<file path="src/common/mul_arith_pkg.sv">
// Arithmetic definitions for the 16x16 approximate multiplier
// Operand, half-operand and product widths and their vector types,
// plus the error bound of the approximate low x low circuit

`default_nettype none

package mul_arith_pkg;

  // The 8x8 gate circuit fixes the half width
  localparam int HALF_W    = 8;
  localparam int OPERAND_W = 2 * HALF_W;
  localparam int PRODUCT_W = 2 * OPERAND_W;

  // One byte of an operand
  typedef logic [HALF_W-1:0] half_t;

  // Full operand
  typedef logic [OPERAND_W-1:0] operand_t;

  // Product of two halves
  typedef logic [2*HALF_W-1:0] pprod_t;

  // Full 32-bit result
  typedef logic [PRODUCT_W-1:0] product_t;

  // Worst-case absolute error of the approximate low x low product.
  // The three exact partial products add nothing to it.
  localparam int unsigned APPROX_WCE = 508;

endpackage

`default_nettype wire
</file>
<file path="src/common/mul_pipe_pkg.sv">
// Pipeline payload types for the 16x16 approximate multiplier
// Carries the four partial products of one operand pair between stages

`default_nettype none

package mul_pipe_pkg;

  // Four 8x8 products of one operand pair
  typedef struct packed {
    mul_arith_pkg::pprod_t ll;
    mul_arith_pkg::pprod_t lh;
    mul_arith_pkg::pprod_t hl;
    mul_arith_pkg::pprod_t hh;
  } pp_bundle_t;

  // Bundle qualified by its valid strobe
  typedef struct packed {
    logic       valid;
    pp_bundle_t pp;
  } pp_item_t;

endpackage

`default_nettype wire

</file>
<file path="src/logic/approx_mul16.sv">
// 16x16 approximate unsigned multiplier, two-stage pipeline
// Partial products are registered, then aligned, summed and registered
// again, so a result leaves two clocks after its operands

`default_nettype none

module approx_mul16 #(
  parameter int SUM_W = mul_arith_pkg::PRODUCT_W
) (
  input  wire                          clk,
  input  wire                          rst_n,
  input  wire                          in_valid,
  input  wire mul_arith_pkg::operand_t a,
  input  wire mul_arith_pkg::operand_t b,
  output logic                         out_valid,
  output mul_arith_pkg::product_t      product
);

  import mul_pipe_pkg::*;

  pp_bundle_t pp;
  pp_item_t   item;

  partial_product_gen u_ppgen (
    .a  (a),
    .b  (b),
    .pp (pp)
  );

  pp_stage_reg u_pp_reg (
    .clk      (clk),
    .rst_n    (rst_n),
    .in_valid (in_valid),
    .pp       (pp),
    .item     (item)
  );

  product_combine #(.SUM_W(SUM_W)) u_combine (
    .clk       (clk),
    .rst_n     (rst_n),
    .item      (item),
    .out_valid (out_valid),
    .product   (product)
  );

endmodule

`default_nettype wire

</file>
<file path="src/logic/product_combine.sv">
// Partial product accumulation
// Aligns the four 8x8 products, sums them with two chained CLA adders
// and registers the 32-bit result with its valid bit

`default_nettype none

module product_combine #(
  parameter int SUM_W = mul_arith_pkg::PRODUCT_W
) (
  input  wire                         clk,
  input  wire                         rst_n,
  input  wire mul_pipe_pkg::pp_item_t item,
  output logic                        out_valid,
  output mul_arith_pkg::product_t     product
);

  import mul_arith_pkg::*;
  import mul_pipe_pkg::*;

  pp_bundle_t       pp;
  logic [SUM_W-1:0] llhh;
  logic [SUM_W-1:0] lh_sh;
  logic [SUM_W-1:0] hl_sh;
  logic [SUM_W-1:0] part_sum;
  logic [SUM_W-1:0] full_sum;

  assign pp = item.pp;

  // hh and ll do not overlap, so one concatenation holds both
  assign llhh  = SUM_W'({pp.hh, pp.ll});
  assign lh_sh = SUM_W'(pp.lh) << HALF_W;
  assign hl_sh = SUM_W'(pp.hl) << HALF_W;

  cla_adder #(.SUM_W(SUM_W)) u_add_lh (.x(llhh), .y(lh_sh), .sum(part_sum));
  cla_adder #(.SUM_W(SUM_W)) u_add_hl (.x(part_sum), .y(hl_sh), .sum(full_sum));

  always_ff @(posedge clk or negedge rst_n) begin
    if (!rst_n) begin
      out_valid <= 1'b0;
    end else begin
      out_valid <= item.valid;
    end
  end

  always_ff @(posedge clk) begin
    if (item.valid) begin
      product <= product_t'(full_sum);
    end
  end

endmodule

`default_nettype wire

</file>
<file path="src/logic/cla_adder.sv">
// Carry-lookahead adder
// Four-bit groups; carries into the groups come from a lookahead over
// the group terms, carries inside a group from a local lookahead

`default_nettype none

module cla_adder #(
  parameter int SUM_W = 32
) (
  input  wire  [SUM_W-1:0] x,
  input  wire  [SUM_W-1:0] y,
  output logic [SUM_W-1:0] sum
);

  localparam int NGRP = SUM_W / 4;

  logic [SUM_W-1:0] p;
  logic [SUM_W-1:0] g;
  logic [SUM_W-1:0] c;
  logic [NGRP-1:0]  grp_p;
  logic [NGRP-1:0]  grp_g;
  logic [NGRP-1:0]  grp_c;

  // Carry into position k, written as a flat sum of products
  function automatic logic lookahead(input logic [SUM_W-1:0] gen,
                                     input logic [SUM_W-1:0] prop,
                                     input logic cin, input int k);
    logic carry;
    logic term;
    carry = cin;
    for (int n = 0; n < k; n++) begin
      carry = carry & prop[n];
    end
    for (int m = 0; m < k; m++) begin
      term = gen[m];
      for (int n = m + 1; n < k; n++) begin
        term = term & prop[n];
      end
      carry = carry | term;
    end
    return carry;
  endfunction

  assign p = x ^ y;
  assign g = x & y;

  for (genvar k = 0; k < NGRP; k++) begin : g_grp
    assign grp_p[k] = &p[4*k +: 4];
    assign grp_g[k] = lookahead(SUM_W'(g[4*k +: 4]), SUM_W'(p[4*k +: 4]), 1'b0, 4);
    // Adder has no carry-in
    assign grp_c[k] = lookahead(SUM_W'(grp_g), SUM_W'(grp_p), 1'b0, k);
    for (genvar i = 0; i < 4; i++) begin : g_bit
      assign c[4*k+i] = lookahead(SUM_W'(g[4*k +: 4]), SUM_W'(p[4*k +: 4]), grp_c[k], i);
    end
  end

  assign sum = p ^ c;

endmodule

`default_nettype wire

</file>
<file path="src/logic/pp_stage_reg.sv">
// Partial product pipeline register
// Holds one bundle with its valid bit between generation and accumulation

`default_nettype none

module pp_stage_reg (
  input  wire                           clk,
  input  wire                           rst_n,
  input  wire                           in_valid,
  input  wire mul_pipe_pkg::pp_bundle_t pp,
  output mul_pipe_pkg::pp_item_t        item
);

  import mul_pipe_pkg::*;

  logic       valid_q;
  pp_bundle_t pp_q;

  always_ff @(posedge clk or negedge rst_n) begin
    if (!rst_n) begin
      valid_q <= 1'b0;
    end else begin
      valid_q <= in_valid;
    end
  end

  always_ff @(posedge clk) begin
    if (in_valid) begin
      pp_q <= pp;
    end
  end

  assign item = '{valid: valid_q, pp: pp_q};

endmodule

`default_nettype wire

</file>
<file path="src/partial_products/partial_product_gen.sv">
// Partial product generation
// Splits both operands into bytes and forms the four 8x8 products,
// approximate for low x low and exact for the other three

`default_nettype none

module partial_product_gen (
  input  wire mul_arith_pkg::operand_t a,
  input  wire mul_arith_pkg::operand_t b,
  output mul_pipe_pkg::pp_bundle_t     pp
);

  import mul_arith_pkg::*;

  half_t  a_lo;
  half_t  a_hi;
  half_t  b_lo;
  half_t  b_hi;
  pprod_t ll;
  pprod_t lh;
  pprod_t hl;
  pprod_t hh;

  assign a_lo = a[HALF_W-1:0];
  assign a_hi = a[OPERAND_W-1:HALF_W];
  assign b_lo = b[HALF_W-1:0];
  assign b_hi = b[OPERAND_W-1:HALF_W];

  // All of the error comes from here
  approx_mul8 u_ll (.a(a_lo), .b(b_lo), .p(ll));

  array_mul8 u_lh (.a(a_lo), .b(b_hi), .p(lh));
  array_mul8 u_hl (.a(a_hi), .b(b_lo), .p(hl));
  array_mul8 u_hh (.a(a_hi), .b(b_hi), .p(hh));

  assign pp = '{ll: ll, lh: lh, hl: hl, hh: hh};

endmodule

`default_nettype wire

</file>
<file path="src/partial_products/array_mul8.sv">
// Exact 8x8 unsigned array multiplier
// AND rows reduced by carry-save full-adder rows, upper byte from a
// final ripple row

`default_nettype none

module array_mul8 (
  input  wire mul_arith_pkg::half_t a,
  input  wire mul_arith_pkg::half_t b,
  output mul_arith_pkg::pprod_t     p
);

  import mul_arith_pkg::*;

  // Bit i of s and c sits at column i + row
  logic [HALF_W-1:0] s;
  logic [HALF_W-1:0] c;
  logic [HALF_W-1:0] s_nxt;
  logic [HALF_W-1:0] c_nxt;
  logic [HALF_W-1:0] lo;
  logic [HALF_W-1:0] hi;
  logic              rc;

  function automatic logic [1:0] full_add(input logic x, input logic y, input logic z);
    return {(x & y) | (y & z) | (x & z), x ^ y ^ z};
  endfunction

  always_comb begin
    s     = a & {HALF_W{b[0]}};
    c     = '0;
    lo[0] = s[0];
    for (int j = 1; j < HALF_W; j++) begin
      for (int i = 0; i < HALF_W - 1; i++) begin
        {c_nxt[i], s_nxt[i]} = full_add(a[i] & b[j], s[i+1], c[i]);
      end
      // Leftmost cell has no sum from the row above
      {c_nxt[HALF_W-1], s_nxt[HALF_W-1]} = full_add(a[HALF_W-1] & b[j], 1'b0,
                                                    c[HALF_W-1]);
      s     = s_nxt;
      c     = c_nxt;
      lo[j] = s[0];
    end

    // Ripple row merges the last sums and carries
    rc = 1'b0;
    for (int i = 0; i < HALF_W - 1; i++) begin
      {rc, hi[i]} = full_add(s[i+1], c[i], rc);
    end
    hi[HALF_W-1] = c[HALF_W-1] ^ rc;
  end

  assign p = {hi, lo};

endmodule

`default_nettype wire

</file>
<file path="src/partial_products/approx_mul8.sv">
// Approximate 8x8 unsigned multiplier
// Pareto-optimal gate circuit with a worst-case error of 508, rebuilt
// row by row. Rows a3..a7 are reduced with sum and carry terms, rows
// a1/a2 feed only the top columns, and the low byte keeps the
// circuit's shortcuts

`default_nettype none

module approx_mul8 (
  input  wire mul_arith_pkg::half_t a,
  input  wire mul_arith_pkg::half_t b,
  output mul_arith_pkg::pprod_t     p
);

  import mul_arith_pkg::*;

  logic              hi_or;
  logic              row2_top;
  logic              row2_mid;
  logic              row6_sum;
  logic [HALF_W-1:0] acc;
  logic [HALF_W-1:0] nxt;
  logic              cin;
  logic              y;

  // Rows a1 and a2 collapse into two terms
  assign hi_or    = (a[2] & b[6]) | (a[1] & b[7]);
  assign row2_top = (a[2] & b[7]) & hi_or;
  assign row2_mid = ((b[6] & b[7] & a[2] & a[1]) ^ (a[2] & b[7])) ^ hi_or;

  // Lone a6.b1 term folded with b5
  assign row6_sum = b[5] ^ (a[6] & b[1]);

  // Row k adds a[k] & b[7-k+1 .. 7] onto the k-bit running vector
  always_comb begin
    acc    = '0;
    acc[0] = a[3] & b[4];
    acc[1] = row2_mid;
    acc[2] = row2_top;
    for (int k = 3; k < HALF_W; k++) begin
      // Carry into the lowest cell
      case (k)
        4, 5: begin
          cin = a[k] & b[7-k];
        end
        6: begin
          cin = b[5] & a[6] & b[1];
        end
        default: begin
          cin = 1'b0;
        end
      endcase
      nxt = '0;
      for (int i = 0; i < k; i++) begin
        y      = a[k] & b[HALF_W-k+i];
        nxt[i] = acc[i] ^ y ^ cin;
        if (i < k - 1) begin
          cin = (acc[i] & y) | ((acc[i] ^ y) & cin);
        end else if (k == HALF_W - 1) begin
          // Top cell of the last row
          cin = (acc[i] & a[7]) | (y & cin);
        end else begin
          cin = (acc[i] & y) | (b[7] & cin);
        end
      end
      nxt[k] = cin;
      acc    = nxt;
    end
  end

  assign p[2*HALF_W-1:HALF_W] = acc;

  // Low byte: copied inputs, a constant and a few single gates
  assign p[HALF_W-1:0] = {
    row6_sum,
    a[0],
    a[7] & b[1],
    a[0],
    1'b0,
    a[7] & b[3],
    a[5] & b[4],
    row6_sum
  };

endmodule

`default_nettype wire

</file>
<file path="config.mk">
export PLATFORM = sky130hd
export DESIGN_NAME = approx_mul16
export DESIGN_NICKNAME = d
export VERILOG_FILES = /design/src/common/mul_arith_pkg.sv /design/src/common/mul_pipe_pkg.sv /design/src/logic/approx_mul16.sv /design/src/logic/product_combine.sv /design/src/logic/cla_adder.sv /design/src/logic/pp_stage_reg.sv /design/src/partial_products/partial_product_gen.sv /design/src/partial_products/array_mul8.sv /design/src/partial_products/approx_mul8.sv
export SDC_FILE = /design/constraint.sdc
export NUM_CORES = 1
export LEC_CHECK = 0
export ABC_CLOCK_PERIOD_IN_PS = 4200
export BUFFER_PORTS_ARGS = -buffer_cell sky130_fd_sc_hd__buf_2
export CAP_MARGIN = 20
export CORE_MARGIN = 2
export CORE_UTILIZATION = 26
export DETAILED_ROUTE_END_ITERATION = 12
export PLACE_DENSITY = 0.42
export SYNTH_ARGS = -nofsm -noshare
export SYNTH_HDL_FRONTEND = slang
export SYNTH_SLANG_ARGS = --single-unit
</file>
<file path="constraint.sdc">
create_clock -name clk -period 4.2 [get_ports clk]
set_clock_uncertainty 0.2 [all_clocks]
set_input_delay 0.84 -clock clk [delete_from_list [all_inputs] [get_ports clk]]
set_output_delay 0.84 -clock clk [all_outputs]
set_load 0.01 [all_outputs]
</file>
==> results.yml, run 1 <==
final_layout:
  area_growth_pct: 29.88
  fillers: 3783
  drive_above_1_share_pct: 37.50
  nets: 1346
logic_synthesis:
  seq_area_frac_synth_pct: 27.80
  synth_seq_cells: 92
  synth_most_common_cell: "fa_1"
  yosysWarnings: 0
  syn_nets: 1160
  synthCells: 873
  ys_types: 32
  synthArstFlopShare_pct: 2.174
  synth_edf_count: 90
  synthTopCellsByArea: "fa_1 34%, edfxtp_1 27%, ha_1 10%, and2_1 9.8%, inv_1 5.4%"
  netlist.area_leader.share_pct: 34.37
  netlist_area_sq_mm: 0.009903
  synth_common_cells: "170 x fa_1, 155 x and2_1, 142 x inv_1"
  syn_avg_cell_area_sq_um: 11.34
  yosysTopAreaCell: "fa_1"
  ys.flop_type: "edfxtp_1"
global_routing:
  use_met2_pct: 20.96
  grt_max_degree: 63
  antenna_found_initial: 0
  grt_pass1_vias: 6924
  overflow: 0
  busiest_layer: "met2"
  track_usage_pct: 12.07
  use_met1_pct: 16.02
  grt_pass1_wl_um: 36580
  grt_util_met3_pct: 1.316
floorplan:
  start_util_pct: 26.35
  die-area_sq_mm: 0.03967
  rows: 71
  die_y_um: 199.2
  core_area_sq_mm: 0.03758
  die_w_um: 199.2
  ios: 68
pwr:
  power_density_mw_per_mm2: 719.8
  p_leak_nw: 5.623
  power_mw: 9.258
  peakVddDrop_v: 0.0003145
worst_setup_path:
  r2r_setup_slack_ns: -0.26
  critical_path_class: "in -> reg"
  worstPathRequired_ns: 4.10
  crit_fanout: 6
  start_kind: "input pin"
  arrival_ns: 6.46
  critPathCaptureType: "flop"
clock_network:
  cts_num_sinks: 92
  cts_tree: "done"
  clockBufferDepth: 2
  clock_latency_ns: 0.36
  htreeDepth: 3
  clk_pin_slew_ns: 0.07
  cts_buffers: 9
  cts.root.buffer_cell: "clkbuf_16"
timing:
  hold_slack_ns: 0.05392
  hold_viol_final: 0
  rsz0062_at_grt: "true"
  setup_viol: 37
  fin_crit_sh_pct: 156.3
  max_freq_ghz: 0.1524
  maxSlewViolCount: 0
  worst_slew_pin_slew_ns: 0.8925
  period_needed_ns: 6.563
  relSlewSlack_pct: 40.50
  worst_slack_ns: -2.363
place:
  hpwl_um: 18610
  gp_congestion: 0.7543
  io_buffers: 66
detailed_routing:
  ant_nets: 0
  wl_per_cell_um: 14.07
  firstDrtPassIters: 4
  wl_um: 22170
  avgViaCountPerCell: 3.954
  dr_total_vias: 6231
  drc: 0
  drt_first_iter_violations: 238
run:
  maxCapViolCount: 0
run_status:
  status: "finished with violations"
  violations: "negative setup slack"
min_path:
  hp-class: "in -> async"
## cell families (layout without fill, tap and decap cells)
group	after synthesis	count (layout)	share of synthesized area [%]
AND/OR/NAND/NOR	268	268	14.48
adder cells (fa/ha/maj)	252	252	44.73
buffers and inverters	177	368	6.873
flip-flops	92	92	27.80
AO/OA/AOI/OAI	55	55	3.563
XOR/XNOR	26	26	2.299
multiplexers	2	2	0.2274
other	1	2	0.03787
## path summary, 6_finish.rpt
check | from | end | cells past startpoint
hold / removal | rst_n | u_pp_reg.valid_q | 1
max in group asynchronous | rst_n | u_combine.out_valid | 1
hold reg to reg | u_pp_reg.valid_q | u_combine.out_valid | 0
setup / recovery | b[8] | u_pp_reg.item[14] | 20
setup reg to reg | u_pp_reg.item[33] | u_combine.product[31] | 22
min in group clk | u_pp_reg.valid_q | u_combine.out_valid | 0
## worst max-delay path: stages
cell and delay, ns:
buf_12 0.12, and2_4 0.16, ha_4 0.25, inv_2 0.03, fa_2 0.52, inv_2 0.04
fa_2 0.53, fa_2 0.44, fa_2 0.35, fa_1 0.51, fa_1 0.45, ha_4 0.18
inv_2 0.04, fa_2 0.18, inv_2 0.04, fa_2 0.33, fa_2 0.35, fa_2 0.34
fa_2 0.35, fa_2 0.40
## metal layers
metal / vias to the layer above / wire length (um)
met4: 0 / 267
met3: 14 / 516
met5: - / 0
li1: 3080 / -
met2: 57 / 10890
met1: 3080 / 10500
## stage by stage
stage / cells / setup TNS [ns] / setup slack [ns] / utilization [%] / instance area (sq um)
floorplan: 873 / -52.98 / -2.649 / - / 10300
global placement: 1544 / -64.91 / -2.863 / 31.85 / 11970
detailed placement: 1544 / -66.01 / -2.926 / 31.85 / 11970
CTS: 1572 / -45.94 / -2.372 / 33.67 / 12650
global route: 1575 / -51.53 / -2.497 / 34.22 / 12860
finish: 1576 / -45.29 / -2.363 / 34.23 / 12860
## power breakdown
part	internal (mW)	switching [mW]
sequential	1.72	0.132
clock	0.523	0.375
combinational	3.43	3.08
total	5.68	3.58
## repair_timing
action	CTS	global route
endpoints found under the hold margin	0	0
hold buffers	0	0
pin swaps	57	45
gates resized for setup	88	50
endpoints found under the setup margin	50	52
buffers inserted	13	4
## state kept, by name, summed over array words and instances, names as in the netlist
register	cells
u_pp_reg.item	61
u_combine.out_valid	1
u_pp_reg.valid_q	1
u_combine.product	29
## cell type report
type	count	area [sq um]	area share (%)
antenna	1	2.502	0.01946
clock buffer	10	229.0	1.780
inverter	143	539.3	4.193
clock inverter	6	87.58	0.6809
timing repair buffer	209	1564	12.16
multi-input combinational	604	7048	54.80
sequential	92	2753	21.40
tap	511	639.4	4.971
## layout by cell type (no fill, tap or decap), types with 10 or more instances in the layout
cell	count
and2_1	141
buf_4	136
inv_1	104
fa_1	104
edfxtp_1	90
nand2_1	77
fa_2	66
ha_1	58
buf_2	53
inv_2	38
ha_4	17
xnor2_1	16
o21a_1	15
and2_4	14
buf_6	12
nor2_1	11
a21oi_2	10
a21oi_1	10
Note: power is estimated with default switching activity, not from simulation.
==> run 2, diff against run 1 <==
--- a/config.mk
+++ b/config.mk
@@ -6,12 +6,12 @@
 export NUM_CORES = 1
 export LEC_CHECK = 0
 export ABC_CLOCK_PERIOD_IN_PS = 4200
-export BUFFER_PORTS_ARGS = -buffer_cell sky130_fd_sc_hd__buf_2
 export CAP_MARGIN = 20
 export CORE_MARGIN = 2
 export CORE_UTILIZATION = 26
 export DETAILED_ROUTE_END_ITERATION = 12
-export PLACE_DENSITY = 0.42
+export DONT_BUFFER_PORTS = 1
+export PLACE_DENSITY = 0.41
 export SYNTH_ARGS = -nofsm -noshare
 export SYNTH_HDL_FRONTEND = slang
 export SYNTH_SLANG_ARGS = --single-unit
==> results.yml, run 2 (synthesized netlist as in run 1, its figures left out) <==
run_status:
  status: "finished with violations"
  violations: "negative setup slack"
worst_setup_path:
  worstPathRequired_ns: 4.10
  start_kind: "input pin"
  critical_path_class: "in -> reg"
  arrival_ns: 6.37
  critPathLaunch: "a[15]"
  critPathCaptureType: "flop"
  r2r_start: "u_pp_reg.item[57]"
  crit_fanout: 16
pwr:
  power_mw: 9.204
  power_density_mw_per_mm2: 771.7
  peakVddDrop_v: 0.0003525
  p_leak_nw: 5.004
clock_network:
  cts.root.buffer_cell: "clkbuf_16"
  clockBufferDepth: 2
  cts_buffers: 9
  clk_pin_slew_ns: 0.06
  clock_latency_ns: 0.36
  htreeDepth: 3
  cts_num_sinks: 92
  cts_tree: "done"
final_layout:
  area_growth_pct: 20.43
  final_common_cell: "and2_1"
  largest_register_ffs: 61
  drive_above_1_share_pct: 27.43
  nets: 1208
  layout_common_cells: "143 x and2_1, 113 x fa_1, 109 x inv_1"
global_routing:
  grt_pass1_wl_um: 36550
  grt_max_degree: 63
  antenna_found_initial: 2
  overflow: 0
  track_usage_pct: 12.07
  grt_pass1_vias: 6750
floorplan:
  core_area_sq_mm: 0.03758
  die_y_um: 199.2
  die-area_sq_mm: 0.03967
  ios: 68
  die_w_um: 199.2
  start_util_pct: 26.35
  rows: 71
detailed_routing:
  wl_um: 21800
  drc: 0
  wl_per_cell_um: 15.15
  firstDrtPassIters: 4
  ant_nets: 0
  drt_first_iter_violations: 101
  avgViaCountPerCell: 4.125
  dr_total_vias: 5936
place:
  pre_cts_slack_ns: -2.683
  gp_congestion: 0.7072
  hpwl_um: 17370
  io_buffers: 0
timing:
  worst_slack_ns: -2.266
  max_freq_ghz: 0.1547
  fin_crit_sh_pct: 153.9
  hold_viol_final: 0
  maxSlewViolCount: 0
  setup_viol: 41
  rsz0062_at_grt: "true"
  period_needed_ns: 6.466
min_path:
  hp-class: "reg -> reg"
  min-delay-start: "u_pp_reg.valid_q"
run:
  maxCapViolCount: 0
[run 2: cell count changes in the layout (fill, tap and decap cells not counted), moves of 4 or more]
| cell | before | now |
|---|---|---|
| buf_4 | 136 | 65 |
| buf_2 | 53 | 0 |
| fa_1 | 104 | 113 |
| fa_2 | 66 | 57 |
| buf_6 | 12 | 5 |
| buf_12 | 6 | 0 |
| inv_2 | 38 | 32 |
| ha_4 | 17 | 22 |
| inv_1 | 104 | 109 |
| nor2_1 | 11 | 7 |
| nor2_2 | 5 | 9 |
[run 2: final cells by class]
type                    count  area [sq um]
fillers                  3830         25650
multi-input cells         604          7126
flip-flops and latches     92          2753
well taps                 511         639.4
repair buffers             71         554.3
inverters                 143         541.8
clock buffers              15         277.8
clock inverters             1         30.03
diodes                      2         5.005
[run 2: through the flow]
stage | cells | hold WS [ns] | utilization [%] | area [sq um] | setup TNS (ns)
global placement | 1411 | 0.1590 | 29.60 | 11120 | -57.79
global route | 1437 | 0.1972 | 31.73 | 11920 | -46.61
detailed placement | 1411 | 0.1610 | 29.60 | 11120 | -58.70
CTS | 1433 | 0.1783 | 31.09 | 11680 | -40.62
floorplan | 873 | 0.2003 | - | 10300 | -52.98
finish | 1439 | 0.1756 | 31.74 | 11930 | -41.01
[run 2: critical path, cell delays in order]
cell and delay (ns):
and2_4 0.14, ha_4 0.25, inv_2 0.03, fa_1 0.51
inv_2 0.04, fa_2 0.53, fa_1 0.43, fa_2 0.36
fa_1 0.53, fa_1 0.45, ha_4 0.18, inv_2 0.04
fa_2 0.18, inv_2 0.03, fa_2 0.34, fa_2 0.36
fa_2 0.35, fa_2 0.34, fa_2 0.40
[run 2: report_power, final]
| group | internal (mW) | leakage, nW | switching [mW] | total [mW] |
|---|---|---|---|---|
| sequential | 1.73 | 0.902 | 0.224 | 1.96 |
| combinational | 3.36 | 3.95 | 3.01 | 6.37 |
| clock | 0.512 | 0.150 | 0.363 | 0.875 |
[run 2: layer usage]
| layer | vias up | share of wire (%) | GRT usage [%] |
|---|---|---|---|
| met5 | - | 0 | 0 |
| met4 | 0 | 1.6 | 3.704 |
| met3 | 18 | 3.2 | 1.992 |
| met2 | 57 | 48 | 20.35 |
| met1 | 3058 | 47 | 15.85 |
| li1 | 2803 | - | - |
[run 2: path summary, 6_finish.rpt]
| check | end | slack, ns | cells after the start |
|---|---|---|---|
| worst max-delay path | u_pp_reg.item[30] | -2.27 | 19 |
| worst min-delay path | u_combine.out_valid | 0.18 | 0 |
| worst max register to register | u_combine.product[31] | -0.29 | 22 |
| worst min register to register | u_combine.out_valid | 0.18 | 0 |
| max in group asynchronous | u_pp_reg.valid_q | 3.16 | 1 |
| min in group asynchronous | u_combine.out_valid | 0.51 | 1 |
[run 2: what timing repair did]
item | in CTS | in global routing
endpoints found under the setup margin | 49 | 49
hold buffers | 1 | 0
gates cloned | 0 | 0
gates resized for setup | 56 | 42
hold endpoints to repair | 2 | 0
pin swaps | 39 | 24
buffers inserted | 5 | 4
==> run 3, diff against run 2 <==
--- a/config.mk
+++ b/config.mk
@@ -9,9 +9,10 @@
 export CAP_MARGIN = 20
 export CORE_MARGIN = 2
 export CORE_UTILIZATION = 26
+export CTS_CLUSTER_DIAMETER = 50
 export DETAILED_ROUTE_END_ITERATION = 12
 export DONT_BUFFER_PORTS = 1
-export PLACE_DENSITY = 0.41
+export PLACE_DENSITY = 0.42
 export SYNTH_ARGS = -nofsm -noshare
 export SYNTH_HDL_FRONTEND = slang
 export SYNTH_SLANG_ARGS = --single-unit
==> results.yml, run 3 (synthesized netlist as in run 1, its figures left out) <==
run_status:
  status: "finished with violations"
  violations: "negative setup slack"
timing:
  hold_slack_ns: 0.1790
  period_needed_ns: 6.494
  fin_crit_sh_pct: 154.6
  hold_viol_final: 0
  maxSlewViolCount: 0
  rsz0062_at_grt: "true"
  worst_slack_ns: -2.294
  setup_viol: 39
  max_freq_ghz: 0.1540
pwr:
  switching_share_pct: 39.65
  p_comb_share_pct: 68.8
  intPower_mw: 5.373
  p_leak_nw: 4.951
  peakVddDrop_v: 0.0003668
  clkPwrFrac_pct: 9.1
  seq_power_share_pct: 22.1
  switching_power_mw: 3.530
  power_mw: 8.903
  power_density_mw_per_mm2: 757.6
detailed_routing:
  dr_total_vias: 5828
  wl_per_cell_um: 15.32
  avgViaCountPerCell: 4.056
  drc: 0
  dr.max_layer_used: "met4"
  met3_length_um: 908
  wl_um: 22020
  drt_first_iter_violations: 146
  firstDrtPassIters: 5
  drt-met1-wl_um: 10430
  ant_nets: 0
  routed-wl-met2_um: 10330
clock_network:
  clk_pin_slew_ns: 0.07
  cts.root.buffer_cell: "clkbuf_16"
  cts_buffers: 9
  htreeDepth: 3
  cts_tree: "done"
  clock_latency_ns: 0.37
  cts_num_sinks: 92
  clockBufferDepth: 2
global_routing:
  grt_max_degree: 63
  overflow: 0
  grt_pass1_vias: 6479
  grt_pass1_wl_um: 36300
  antenna_found_initial: 0
  track_usage_pct: 12.19
place:
  gp_congestion: 0.7370
  pre_cts_slack_ns: -2.694
  io_buffers: 0
  hpwl_um: 17530
final_layout:
  final_common_cell: "and2_1"
  area_growth_pct: 18.66
  final_util_pct: 31.27
  nets: 1207
  fillers: 3829
  largest_register_ffs: 61
  layout_common_cells: "144 x and2_1, 114 x fa_1, 106 x inv_1"
  drive_above_1_share_pct: 25.95
worst_setup_path:
  arrival_ns: 6.41
  critical_path_class: "in -> reg"
  start_kind: "input pin"
  cp_common_cell: "fa_2"
  worstPathRequired_ns: 4.11
  crit_slowest_cell: "fa_2"
  critPathCaptureType: "flop"
  path_cells: "and2_4 > ha_4 > inv_2 > fa_1 > inv_2 > fa_2 > fa_2 > fa_2 > fa_1 > fa_1 > ha_4 > inv_2 > fa_2 > inv_2 > fa_2 > fa_2 > fa_2 > fa_2 > fa_2"
  critPathTopFamily: "adder cells"
  cp_num_buf_inv: 4
  slowest_delay_ns: 0.53
  crit_fanout: 16
floorplan:
  rows: 71
  core_area_sq_mm: 0.03758
  ios: 68
  die_y_um: 199.2
  die-area_sq_mm: 0.03967
  die_w_um: 199.2
  start_util_pct: 26.35
min_path:
  hp-class: "reg -> reg"
run:
  maxCapViolCount: 0
run 3: what timing repair did:
| action | in CTS | in global routing |
|---|---|---|
| pin swaps | 31 | 40 |
| setup endpoints to repair | 44 | 49 |
| resized for setup | 37 | 43 |
| setup buffers | 3 | 6 |
| hold buffers | 1 | 0 |
| hold endpoints to repair | 2 | 0 |
run 3: metrics by stage:
step,cells,cell area (sq um),setup TNS [ns]
after floorplan,873,10300,-52.98
after global placement,1410,11120,-55.58
after detailed placement,1410,11120,-56.46
after CTS,1430,11580,-40.25
after global routing,1436,11750,-46.98
final,1437,11750,-40.74
run 3: power by group through the flow:
stage          clock, mW  sequential [mW]  combinational (mW)
3_5_place_dp           0             2.00                5.39
5_1_grt            0.885             2.01                7.10
3_3_place_gp           0             2.00                5.35
4_1_cts            0.857             1.98                5.74
2_1_floorplan          0             1.91                3.49
6_report           0.813             1.97                6.12
run 3: final timing paths:
kind,start,endpoint,slack [ns],cells past startpoint
min in group asynchronous,rst_n,u_combine.out_valid,0.50,1
worst min register to register,u_pp_reg.valid_q,u_combine.out_valid,0.18,0
worst min-delay path,u_pp_reg.valid_q,u_combine.out_valid,0.18,0
max in group asynchronous,rst_n,u_pp_reg.valid_q,3.18,1
worst max register to register,u_pp_reg.item[57],u_combine.product[31],-0.19,22
worst max-delay path,a[15],u_pp_reg.item[14],-2.29,19
run 3: layout make-up:
type                       instances  area [sq um]  area share [%]
inverter                         143         539.3           4.589
antenna                            1         2.502         0.02129
timing repair buffer              70         546.8           4.653
sequential                        92          2753           23.42
clock inverter                     6         46.29          0.3940
clock buffer                      10         239.0           2.034
multi-input combinational        604          6985           59.44
tap                              511         639.4           5.441
run 3: worst reg2reg max path: cells and delay by family, from the launching register on:
family	cells	cell delay [ns]
compound gates	7	1.06
fa+ha+maj	7	1.43
xor+xnor	3	0.40
flops	1	0.41
buf+inv	2	0.22
simple gates	3	0.41
run 3: metal layers:
metal / GRT usage (%) / vias to the layer above
li1: - / 2804
met1: 16.36 / 2953
met2: 19.94 / 57
met3: 2.549 / 14
met4: 3.317 / 0
met5: 0 / -
